<file path="config.mk">
export PLATFORM = sky130hd
export DESIGN_NAME = c1System
export DESIGN_NICKNAME = d
export VERILOG_FILES = /design/src/c1Pkg.sv /design/src/c1AddrDecode.sv /design/src/c1WaitTimer.sv /design/src/c1DtackMerge.sv /design/src/c1CommLatch.sv /design/src/c1System.sv
export SDC_FILE = /design/constraint.sdc
export NUM_CORES = 1
export LEC_CHECK = 0
export BUFFER_PORTS_ARGS = -buffer_cell sky130_fd_sc_hd__buf_2
export CAP_MARGIN = 20
export CELL_PAD_IN_SITES_DETAIL_PLACEMENT = 0
export CELL_PAD_IN_SITES_GLOBAL_PLACEMENT = 2
export CORE_MARGIN = 10
export CORE_UTILIZATION = 24
export CTS_CLUSTER_SIZE = 16
export DETAILED_ROUTE_END_ITERATION = 6
export PLACE_DENSITY_LB_ADDON = 0.1
export SLEW_MARGIN = 15
export SYNTH_ARGS = -nofsm -noshare
export SYNTH_HDL_FRONTEND = slang
export SYNTH_SLANG_ARGS = --single-unit
</file>
<file path="constraint.sdc">
create_clock -name CLK_68KCLK -period 1.4 [get_ports CLK_68KCLK]
set_clock_uncertainty 0.2 [all_clocks]
set_input_delay 0.07 -clock CLK_68KCLK [delete_from_list [all_inputs] [get_ports CLK_68KCLK]]
set_output_delay 0.07 -clock CLK_68KCLK [all_outputs]
set_load 0.02 [all_outputs]
</file>
<file path="src/c1Pkg.sv">
package c1Pkg;

	// One 68000 bus cycle as the chip sees it
	// addr holds address bits 23 to 17
	typedef struct packed {
		logic [6:0] addr;
		logic       nUds;
		logic       nLds;
		logic       rw;
		logic       nAs;
	} busReq_t;

	// Internal zone selects, all active low
	typedef struct packed {
		logic romZone;
		logic wramZone;
		logic portZone;
		logic ioZone;
		logic icomZone;
		logic ctrl1Zone;
		logic ctrl2Zone;
		logic statusbZone;
		logic lspcZone;
		logic cardZone;
		logic sromZone;
		logic sramZone;
	} zoneSel_t;

	// External chip strobes, all active low
	typedef struct packed {
		logic romOeL;
		logic romOeU;
		logic portOeL;
		logic portOeU;
		logic portWeL;
		logic portWeU;
		logic portAdrs;
		logic wrL;
		logic wrU;
		logic wwL;
		logic wwU;
		logic sromOeL;
		logic sromOeU;
		logic sramOeL;
		logic sramOeU;
		logic sramWeL;
		logic sramWeU;
		logic lspOe;
		logic lspWe;
		logic crdO;
		logic crdW;
		logic crdC;
		logic bitW0;
		logic bitW1;
		logic dipRd0;
		logic dipRd1;
		logic pal;
		logic ctrl1Zone;
		logic ctrl2Zone;
		logic statusbZone;
	} chipStrobes_t;

	// Request toward one wait timer
	typedef struct packed {
		logic       sel;
		logic [1:0] waitCycles;
	} waitReq_t;

	// Timer slot of each wait zone
	localparam int FastZone = 0;
	localparam int RomZone  = 1;
	localparam int PortZone = 2;
	localparam int CardZone = 3;

	localparam int DefaultWaitZones = 4;

endpackage

</file>
<file path="src/c1AddrDecode.sv">
`timescale 1ns/10ps

module c1AddrDecode #(
	parameter int NumWaitZones = c1Pkg::DefaultWaitZones,
	parameter int CardWait     = 2
) (
	input  c1Pkg::busReq_t                         bus,
	input  logic                                   nRomWait,
	input  logic                                   nPWait0,
	input  logic                                   nPWait1,
	output c1Pkg::chipStrobes_t                    strobes,
	output c1Pkg::zoneSel_t                        zoneSel,
	output c1Pkg::waitReq_t [NumWaitZones-1:0]     waitReqs
);

	logic [3:0] hiAddr;
	logic [2:0] subAddr;
	logic       c1Regs;
	logic       nValid;
	logic       nWord;
	logic       palZone;

	// A23..A20 pick the megabyte, A19..A17 the IO sub-zone
	assign hiAddr  = bus.addr[6:3];
	assign subAddr = bus.addr[2:0];

	assign nValid = bus.nAs | (bus.nLds & bus.nUds);
	assign nWord  = bus.nLds | bus.nUds;

	always_comb begin
		zoneSel.romZone  = (hiAddr != 4'h0);
		zoneSel.wramZone = (hiAddr != 4'h1);
		zoneSel.portZone = (hiAddr != 4'h2);
		zoneSel.ioZone   = (hiAddr != 4'h3);
		zoneSel.cardZone = (bus.addr[6:5] != 2'b10);
		zoneSel.sromZone = (hiAddr != 4'hC);
		zoneSel.sramZone = (hiAddr != 4'hD);

		// Even-byte registers inside the IO megabyte
		c1Regs = bus.nUds | zoneSel.ioZone;
		zoneSel.ctrl1Zone   = c1Regs | ~bus.rw | (subAddr != 3'b000);
		zoneSel.icomZone    = c1Regs | (subAddr != 3'b001);
		zoneSel.ctrl2Zone   = c1Regs | ~bus.rw | (subAddr[2:1] != 2'b01);
		zoneSel.statusbZone = c1Regs | ~bus.rw | (subAddr != 3'b100);
		zoneSel.lspcZone    = zoneSel.ioZone | (subAddr != 3'b110);
	end

	// Palette spans 4xxxxx to 7xxxxx
	assign palZone = (bus.addr[6:5] != 2'b01);

	always_comb begin
		strobes.romOeL = ~bus.rw | bus.nLds | zoneSel.romZone | bus.nAs;
		strobes.romOeU = ~bus.rw | bus.nUds | zoneSel.romZone | bus.nAs;

		strobes.portOeL  = ~bus.rw | bus.nLds | zoneSel.portZone | bus.nAs;
		strobes.portOeU  = ~bus.rw | bus.nUds | zoneSel.portZone | bus.nAs;
		strobes.portWeL  = bus.rw | bus.nLds | zoneSel.portZone | bus.nAs;
		strobes.portWeU  = bus.rw | bus.nUds | zoneSel.portZone | bus.nAs;
		strobes.portAdrs = zoneSel.portZone | nValid;

		strobes.wrL = ~bus.rw | bus.nLds | zoneSel.wramZone | bus.nAs;
		strobes.wrU = ~bus.rw | bus.nUds | zoneSel.wramZone | bus.nAs;
		strobes.wwL = bus.rw | bus.nLds | zoneSel.wramZone | bus.nAs;
		strobes.wwU = bus.rw | bus.nUds | zoneSel.wramZone | bus.nAs;

		strobes.sromOeL = ~bus.rw | bus.nLds | zoneSel.sromZone | bus.nAs;
		strobes.sromOeU = ~bus.rw | bus.nUds | zoneSel.sromZone | bus.nAs;
		strobes.sramOeL = ~bus.rw | bus.nLds | zoneSel.sramZone | bus.nAs;
		strobes.sramOeU = ~bus.rw | bus.nUds | zoneSel.sramZone | bus.nAs;
		strobes.sramWeL = bus.rw | bus.nLds | zoneSel.sramZone | bus.nAs;
		strobes.sramWeU = bus.rw | bus.nUds | zoneSel.sramZone | bus.nAs;

		// Sprite controller and card only take word accesses
		strobes.lspOe = ~bus.rw | nWord | zoneSel.lspcZone | bus.nAs;
		strobes.lspWe = bus.rw | nWord | zoneSel.lspcZone | bus.nAs;
		strobes.crdO  = ~bus.rw | nWord | zoneSel.cardZone | bus.nAs;
		strobes.crdW  = bus.rw | nWord | zoneSel.cardZone | bus.nAs;
		strobes.crdC  = strobes.crdO & strobes.crdW;

		// Odd-byte DIP reads and bit writes
		strobes.dipRd0 = bus.nLds | ~bus.rw | zoneSel.ioZone | (subAddr != 3'b000) | bus.nAs;
		strobes.dipRd1 = bus.nLds | ~bus.rw | zoneSel.ioZone | (subAddr != 3'b001) | bus.nAs;
		strobes.bitW0  = bus.nLds | bus.rw | zoneSel.ioZone | (subAddr != 3'b100) | bus.nAs;
		strobes.bitW1  = bus.nLds | bus.rw | zoneSel.ioZone | (subAddr != 3'b101) | bus.nAs;

		strobes.pal         = palZone | nValid;
		strobes.ctrl1Zone   = zoneSel.ctrl1Zone | bus.nAs;
		strobes.ctrl2Zone   = zoneSel.ctrl2Zone | bus.nAs;
		strobes.statusbZone = zoneSel.statusbZone | bus.nAs;
	end

	always_comb begin
		for (int i = 0; i < NumWaitZones; i++) begin
			waitReqs[i] = '0;
		end

		waitReqs[c1Pkg::RomZone].sel        = ~zoneSel.romZone & ~bus.nAs;
		waitReqs[c1Pkg::RomZone].waitCycles = {1'b0, ~nRomWait};

		// Port wait pins give 0 to 3 extra cycles
		waitReqs[c1Pkg::PortZone].sel        = ~zoneSel.portZone & ~bus.nAs;
		waitReqs[c1Pkg::PortZone].waitCycles = ~{nPWait1, nPWait0};

		waitReqs[c1Pkg::CardZone].sel        = ~zoneSel.cardZone & ~bus.nAs;
		waitReqs[c1Pkg::CardZone].waitCycles = 2'(CardWait);

		// Everything else acknowledges without wait states
		waitReqs[c1Pkg::FastZone].sel = ~bus.nAs & zoneSel.romZone & zoneSel.portZone
			& zoneSel.cardZone;
		waitReqs[c1Pkg::FastZone].waitCycles = 2'd0;
	end

endmodule

</file>
<file path="src/c1WaitTimer.sv">
`timescale 1ns/10ps

module c1WaitTimer (
	input  logic            CLK_68KCLK,
	input  logic            arstN,
	input  c1Pkg::waitReq_t req,
	output logic            done
);

	logic       busy;
	logic [1:0] count;

	// Wait count is taken once, at the first edge that sees sel
	always_ff @(posedge CLK_68KCLK or negedge arstN) begin
		if (!arstN) begin
			busy  <= 1'b0;
			count <= 2'd0;
			done  <= 1'b0;
		end else if (!req.sel) begin
			// Cycle over, get ready for the next one
			busy  <= 1'b0;
			count <= 2'd0;
			done  <= 1'b0;
		end else if (!busy) begin
			busy  <= 1'b1;
			count <= req.waitCycles;
		end else if (count == 2'd0) begin
			done <= 1'b1;
		end else begin
			count <= count - 2'd1;
		end
	end

endmodule

</file>
<file path="src/c1DtackMerge.sv">
`timescale 1ns/10ps

module c1DtackMerge #(
	parameter int NumWaitZones = c1Pkg::DefaultWaitZones
) (
	input  logic                    CLK_68KCLK,
	input  logic                    arstN,
	input  logic [NumWaitZones-1:0] done,
	input  logic                    nAs,
	output logic                    nDtack
);

	logic anyDone;
	logic ackHeld;

	assign anyDone = |done;

	// Keeps the acknowledge up until the master lets go of nAS,
	// even if the zone select moves under a held cycle
	always_ff @(posedge CLK_68KCLK or negedge arstN) begin
		if (!arstN) begin
			ackHeld <= 1'b0;
		end else begin
			ackHeld <= ~nAs & (ackHeld | anyDone);
		end
	end

	// Both terms are flops, so nDtack falls on the done edge
	assign nDtack = ~(anyDone | ackHeld);

endmodule

</file>
<file path="src/c1CommLatch.sv">
`timescale 1ns/10ps

module c1CommLatch (
	input  logic           CLK_68KCLK,
	input  logic           arstN,
	input  c1Pkg::busReq_t bus,
	input  logic           icomSel,
	input  logic [7:0]     dataIn,
	input  logic [7:0]     soundReply,
	output logic [7:0]     soundCmd,
	output logic           soundNmi,
	output logic [7:0]     dataOut,
	output logic           dataOutEn
);

	logic icomWr;
	logic icomRd;
	logic wrSeen;

	// icomSel is active low and already qualified by nUDS
	assign icomWr = ~icomSel & ~bus.nAs & ~bus.rw;
	assign icomRd = ~icomSel & ~bus.nAs & bus.rw;

	always_ff @(posedge CLK_68KCLK or negedge arstN) begin
		if (!arstN) begin
			wrSeen   <= 1'b0;
			soundCmd <= 8'h00;
			soundNmi <= 1'b0;
		end else begin
			wrSeen   <= icomWr;
			soundNmi <= 1'b0;
			// Only the first edge of a write cycle counts
			if (icomWr && !wrSeen) begin
				soundCmd <= dataIn;
				soundNmi <= 1'b1;
			end
		end
	end

	// Reply byte goes back on the upper data lane
	assign dataOutEn = icomRd;
	assign dataOut   = icomRd ? soundReply : 8'h00;

endmodule

</file>
<file path="src/c1System.sv">
`timescale 1ns/10ps

module c1System #(
	parameter int NumWaitZones = c1Pkg::DefaultWaitZones,
	parameter int CardWait     = 2
) (
	input  logic                CLK_68KCLK,
	input  logic                arstN,
	input  c1Pkg::busReq_t      bus,
	input  logic [7:0]          dataIn,
	input  logic                nRomWait,
	input  logic                nPWait0,
	input  logic                nPWait1,
	input  logic [7:0]          soundReply,
	output c1Pkg::chipStrobes_t strobes,
	output logic                nDtack,
	output logic [7:0]          dataOut,
	output logic                dataOutEn,
	output logic [7:0]          soundCmd,
	output logic                soundNmi
);

	c1Pkg::zoneSel_t                     zoneSel;
	c1Pkg::waitReq_t [NumWaitZones-1:0]  waitReqs;
	logic [NumWaitZones-1:0]             timerDone;

	c1AddrDecode #(
		.NumWaitZones (NumWaitZones),
		.CardWait     (CardWait)
	) addrDecode (
		.bus      (bus),
		.nRomWait (nRomWait),
		.nPWait0  (nPWait0),
		.nPWait1  (nPWait1),
		.strobes  (strobes),
		.zoneSel  (zoneSel),
		.waitReqs (waitReqs)
	);

	// One wait timer per zone slot
	for (genvar i = 0; i < NumWaitZones; i++) begin : genTimer
		c1WaitTimer waitTimer (
			.CLK_68KCLK (CLK_68KCLK),
			.arstN      (arstN),
			.req        (waitReqs[i]),
			.done       (timerDone[i])
		);
	end

	c1DtackMerge #(
		.NumWaitZones (NumWaitZones)
	) dtackMerge (
		.CLK_68KCLK (CLK_68KCLK),
		.arstN      (arstN),
		.done       (timerDone),
		.nAs        (bus.nAs),
		.nDtack     (nDtack)
	);

	c1CommLatch commLatch (
		.CLK_68KCLK (CLK_68KCLK),
		.arstN      (arstN),
		.bus        (bus),
		.icomSel    (zoneSel.icomZone),
		.dataIn     (dataIn),
		.soundReply (soundReply),
		.soundCmd   (soundCmd),
		.soundNmi   (soundNmi),
		.dataOut    (dataOut),
		.dataOutEn  (dataOutEn)
	);

endmodule

</file>
==> impl_results.md, run 1 <==
- Starting Density: 0.250
- Syn avg cell area: 9.03 um^2
- Synthesized Nets: 202
- Seq/Total Area, Yosys: 0.451
- Initial antenna violation count: 0
- Total global routing track utilization: 0.102
- Clock sinks: 27
- Netlist Area Pre-Place: 1500 um^2
- Clk_lat worst skew: 0.27 ns
- Area growth, synth to finish: 68.8%
- Residual DRC: 0
- Core area: 5990 um^2
- Max Cap Viol: 0
- Port bufs: 80
- Net count, final: 328
- Max-slew violation count: 0
- Worst-case clock buffer depth: 2
- Hpwl dp: 4180 um
- Relative slew slack: 0.587
- Post-Route WL: 5320 um
- Yosys cell types: 30
- Clock tree from TritonCTS: done
- WP data arrival: 1.42 ns
- Internal: 0.00116 W
- Vias in the first global route: 1585
- Most frequent cells in the layout: buf_2 (71), buf_4 (31), dfrtp_1 (27)
- Worst-margin pin slew: 0.619 ns
- Grt ovf: 0
- Critical Path Source Type: flip-flop
- Switching part of the total: 0.260
- Failing checks: setup timing
- Setup-failing EPs final: 13
- DR WL/cell: 14.5 um
- Max VDD drop: 0.000394 V
- Flop pwr share: 0.514
- Die height: 99.0 um
- Seq cells post-synth: 27
- Crit path from: dtackMerge.ackHeld$_DFF_PN0_
- CP Capture Type: output pin
- Worst setup path category: flip-flop to output pin
- Post-layout instance area: 2530 um^2
- CP max stage cell: or4_4
- Via/cell ratio: 4.25
- Power Density: 619 nW/um^2
- Drt initial violations: 30
- Worst path top cell family by delay: simple AND/OR/NAND/NOR gates
- Status: finished with violations
- Clk pwr share: 0.283
- Register-to-register setup slack: -0.05 ns
- RSZ-0062 raised after global routing: yes
- Synth warnings: 0
- Die ar.: 9810 um^2
- Worst reg2reg path depth: 3
- Die Width: 99.0 um
- Post-Syn Instances: 166
- Critical path data required time: 1.13 ns
- Critical path buffer and inverter count: 1
- Min cycle time layout: 1.69 ns
- Critical Path, Cell by Cell: or4_4 -> nor2_4 -> buf_6
- Tcrit/Tclk final: 1.21
- Hold Vio Cnt, Final: 0
- R2R Path End: commLatch.soundCmd[1]$_DFFE_PN0P_
- Placed cell areas: 2170 um^2
- Logic pwr share: 0.204
- Critical path depth: 3
- IO Count: 81
- Clk root buf: clkbuf_8
- Slowest stage delay, CP: 0.54 ns
- H-tree depth: 1
- CTS buffer count: 3
- Clock-pin slew on the worst setup and hold paths: 0.10 ns
- Final WS setup: -0.294 ns
- Psw: 0.000407 W
- Worst hold path class: input pin to flip-flop
- Max Fclk: 0.590 GHz
- Final ANT Viol Nets: 0
- Worst reg2reg startpoint: commLatch.wrSeen$_DFF_PN0_
- DRT Pass-1 Iters: 4
- FP Rows: 28
- Lkg Pwr: 1.23 nW
- Maximum fanout along the worst path: 2
- End point of the critical path: nDtack
- Global-route wire length before repair: 8220 um
- Pwr Total: 0.00157 W
- Inserted Diodes: 0
- Routability cong.: 0.710
- Share of layout cells above drive strength 1: 0.495
- Leading cell type in the layout, fill and taps excluded: buf_2
- Vias: 1557
- Pin count of the biggest net entering global routing: 28
[sequential cells by signal (all words and copies together) (netlist names)]
register and flops:
genTimer.waitTimer.busy 4, commLatch.soundCmd 8, genTimer.waitTimer.done 4, commLatch.wrSeen 1, dtackMerge.ackHeld 1, commLatch.soundNmi 1, genTimer.waitTimer.count 8
[Yosys cell counts]
master | instances | area share
or3_1 | 5 | 0.021
a21oi_1 | 9 | 0.030
nand2_1 | 21 | 0.053
and2_1 | 10 | 0.042
nor2_1 | 17 | 0.043
and4bb_2 | 1 | 0.0083
nor3b_1 | 1 | 0.0050
buf_4 | 1 | 0.0050
a211oi_1 | 1 | 0.0050
or2_2 | 1 | 0.0042
nor3_1 | 5 | 0.017
and4_1 | 1 | 0.0058
inv_1 | 12 | 0.030
buf_2 | 2 | 0.0067
clkbuf_1 | 2 | 0.0050
o21ai_0 | 2 | 0.0067
nor2b_1 | 7 | 0.029
nand2b_1 | 3 | 0.013
or4_1 | 1 | 0.0050
or3b_1 | 1 | 0.0058
nand4b_1 | 1 | 0.0058
nand4_1 | 3 | 0.013
and3_1 | 4 | 0.017
nand4_4 | 1 | 0.014
ha_1 | 4 | 0.033
nand3_1 | 9 | 0.030
mux2_2 | 9 | 0.068
xnor2_1 | 4 | 0.023
dfrtp_1 | 27 | 0.45
nor3_2 | 1 | 0.0067
[layout make-up]
type / count / area [um^2]
inverter: 12 / 45.0
fill: 639 / 3460
multi-input combinational: 123 / 830
tap: 75 / 93.8
timing repair buffer: 125 / 840
clock buffer: 3 / 41.3
sequential: 27 / 676
clock inverter: 1 / 5.00
[power by group through the flow]
stage	sequential [W]	combinational [W]	clock (W)
6_report	0.000804	0.000319	0.000442
5_1_grt	0.000806	0.000353	0.000502
4_1_cts	0.000804	0.000309	0.000467
3_5_place_dp	0.000819	0.000264	0
3_3_place_gp	0.000819	0.000267	0
2_1_floorplan	0.000826	0.000105	0
[worst min path at each step]
| stage | end | slack, ns | from | cells past startpoint |
|---|---|---|---|---|
| detailed placement | commLatch.soundCmd[3]$_DFFE_PN0P_ | -0.08 | arstN | 1 |
| floorplan | commLatch.soundCmd[0]$_DFFE_PN0P_ | -0.43 | arstN | 0 |
| CTS | commLatch.soundNmi$_DFF_PN0_ | 0.01 | bus[3] | 3 |
| global route | commLatch.soundNmi$_DFF_PN0_ | 0.03 | bus[3] | 3 |
| global placement | commLatch.soundCmd[3]$_DFFE_PN0P_ | -0.07 | arstN | 1 |
| finish | commLatch.soundNmi$_DFF_PN0_ | 0.02 | bus[3] | 3 |
[stage by stage]
stage / utilization / hold WS, ns / worst slack (ns) / setup TNS (ns) / instances
floorplan: - / -0.426 / -0.0399 / -0.0399 / 166
global placement: 0.362 / -0.0733 / -0.168 / -2.47 / 341
detailed placement: 0.362 / -0.0769 / -0.173 / -2.47 / 341
CTS: 0.402 / 0.0126 / -0.313 / -2.06 / 361
global route: 0.422 / 0.0261 / -0.345 / -1.78 / 366
finish: 0.422 / 0.0212 / -0.294 / -0.777 / 366
[worst reg2reg max path: cells and delay by family (launching register included)]
| kind | cells | cell delay (ns) |
|---|---|---|
| multiplexers | 1 | 0.32 |
| flip-flops | 1 | 0.40 |
| AND/OR/NAND/NOR | 2 | 0.42 |
[cell families after synthesis]
logic type                 after synthesis  synth area share
and+or+nand+nor                         93             0.336
muxes                                    9            0.0676
adders and majority gates                4            0.0334
xor gates and xnor gates                 4            0.0234
buffers and inverters                   17            0.0467
DFF                                     27             0.451
AOI/OAI and AO/OA                       12            0.0417
[timing repair]
item	CTS	global route
gates cloned	0	1
pin swaps	5	6
hold buffers	15	0
gates resized for setup	10	23
buffers inserted	1	4
endpoints found under the hold margin	41	0
setup endpoints to repair	22	33
[per-layer routing]
layer	wire length (um)	global-route usage
met1	2180	0.113
met2	2940	0.192
met3	196	0.0279
met4	0	0.00992
met5	0	0
Power figures use the tool's default switching activity.
==> inputs of run 2 (changes only) <==
==> constraint.sdc (replaced) <==
create_clock -name CLK_68KCLK -period 1.4 [get_ports CLK_68KCLK]
set_clock_uncertainty 0.2 [all_clocks]
set_input_delay 0.28 -clock CLK_68KCLK [delete_from_list [all_inputs] [get_ports CLK_68KCLK]]
set_output_delay 0.28 -clock CLK_68KCLK [all_outputs]
set_load 0.02 [all_outputs]
==> impl_results.md, run 2 (synthesis gave the netlist of run 1 again) <==
- Worst-margin pin slew: 0.284 ns
- Initial antenna violation count: 0
- Hold Vio Cnt, Final: 0
- R2R Path End: dtackMerge.ackHeld$_DFF_PN0_
- Critical Path Source Type: input pin
- Relative slew slack: 0.811
- Max-slew violation count: 0
- Worst-case clock buffer depth: 2
- Placed cell areas: 2350 um^2
- Final ANT Viol Nets: 0
- Clock tree from TritonCTS: done
- Lkg Pwr: 1.54 nW
- Clk_lat worst skew: 0.28 ns
- Via/cell ratio: 4.44
- Min cycle time layout: 1.91 ns
- Fill cells: 568
- Hold Path Origin: dataIn[5]
- Clk root buf: clkbuf_8
- Non-filler cells in the finished layout: 374
- DRT Pass-1 Iters: 4
- H-tree depth: 1
- CTS buffer count: 3
- Die height: 99.0 um
- Maximum fanout along the worst path: 4
- Worst reg2reg path depth: 8
- Pin count of the biggest net entering global routing: 28
- CP Capture Type: output pin
- Max Fclk: 0.525 GHz
- Power Density: 547 nW/um^2
- Worst reg2reg startpoint: genTimer[3].waitTimer.done$_DFFE_PN0P_
- WP data arrival: 1.43 ns
- Worst hold margin: 0.0260 ns
- Port bufs: 80
- Grt ovf: 0
- Setup-failing EPs final: 48
- Share of layout cells above drive strength 1: 0.706
- Total global routing track utilization: 0.109
- Worst hold endpoint: commLatch.soundCmd[5]$_DFFE_PN0P_
- DR WL/cell: 15.1 um
- Clock-pin slew on the worst setup and hold paths: 0.09 ns
- Core area: 5990 um^2
- Failing checks: setup timing
- Starting Density: 0.250
- Status: finished with violations
- Critical path data required time: 0.92 ns
- Largest registers: commLatch.soundCmd (8), genTimer.waitTimer.count (8)
- Register-to-register setup slack: -0.37 ns
- Global-route wire length before repair: 8870 um
- Area growth, synth to finish: 111%
- Drt initial violations: 36
- Routability cong.: 0.713
- Vias in the first global route: 1687
- Tcrit/Tclk final: 1.36
- Hold Path Stages: 2
- Vias: 1659
- RSZ-0062 raised after global routing: yes
- Placed cells: 349
- Die ar.: 9810 um^2
- Max Cap Viol: 0
- Hpwl dp: 4120 um
- Clock sinks: 27
- IO Count: 81
- FP Rows: 28
- Post-Route WL: 5640 um
- Final WS setup: -0.506 ns
- Die Width: 99.0 um
- Inserted Diodes: 0
- Post-layout instance area: 3160 um^2
- Worst hold path class: input pin to flip-flop
- Most frequent cells in the layout: buf_6 (60), buf_2 (38), dfrtp_1 (27), buf_4 (27)
- Leading cell type in the layout, fill and taps excluded: buf_6
- Net count, final: 336
- Residual DRC: 0
- Crit path from: bus[9]
- Max VDD drop: 0.000361 V
- Worst setup path category: input pin to output pin
-- run 2: cell count changes in the layout (fill, tap and decap cells not counted), moves of 5 or more --
cell	before	now
buf_6	7	60
buf_2	71	38
nand2_1	21	7
dlygate4sd3_1	14	1
and2_1	8	0
and2_4	2	10
nand2_2	0	8
nand2_4	0	6
nand3_1	7	1
buf_8	0	5
nand3_2	2	7
-- run 2: metal layers --
layer / GRT usage / vias up / wire (um) / part of all wire
met5: 0 / - / 0 / 0
met1: 0.126 / 791 / 2290 / 0.41
li1: - / 834 / - / -
met3: 0.0412 / 4 / 334 / 0.059
met4: 0.0132 / 0 / 21 / 0.0037
met2: 0.190 / 30 / 2990 / 0.53
-- run 2: how the worst max path moves through the flow --
stage	end	slack, ns	cells after the start
detailed placement	dataOut[5]	-0.58	5
finish	strobes[11]	-0.51	5
global placement	dataOut[7]	-0.56	5
CTS	nDtack	-0.52	3
floorplan	strobes[11]	-0.27	4
global route	nDtack	-0.56	3
-- run 2: layout make-up --
cell class / count / area (um^2) / share of cell area
clock buffers: 3 / 41.3 / 0.0131
clock inverters: 1 / 7.51 / 0.00238
inverters: 12 / 55.1 / 0.0174
multi-input cells: 123 / 1090 / 0.345
flip-flops and latches: 27 / 676 / 0.214
well taps: 75 / 93.8 / 0.0297
repair buffers: 133 / 1190 / 0.378
-- run 2: timing repair --
action | 4_1_cts | 5_1_grt
endpoints found under the setup margin | 49 | 52
buffers inserted | 15 | 14
cloned | 1 | 0
gates resized for setup | 135 | 44
pin swaps | 26 | 18
endpoints found under the hold margin | 27 | 0
hold buffers | 1 | 0
-- run 2: metrics by stage --
step	setup TNS, ns	setup slack (ns)	power [W]	util
2_1_floorplan	-4.07	-0.268	0.000952	-
3_5_place_dp	-17.89	-0.577	0.00112	0.392
6_report	-13.06	-0.506	0.00173	0.527
4_1_cts	-11.60	-0.523	0.00172	0.497
3_3_place_gp	-17.98	-0.561	0.00113	0.392
5_1_grt	-14.58	-0.565	0.00182	0.527
-- run 2: worst max-delay path, cell delays in order --
cell      delay, ns
buf_6          0.09
and4bb_4       0.39
nand4b_1       0.13
or3b_4         0.39
buf_6          0.14
-- run 2: power by group --
group	internal, W	total, W	switching, W
logic	0.000254	0.000465	0.000211
registers	0.000795	0.000804	0.00000889
clock network	0.000202	0.000458	0.000256
total	0.00125	0.00173	0.000476
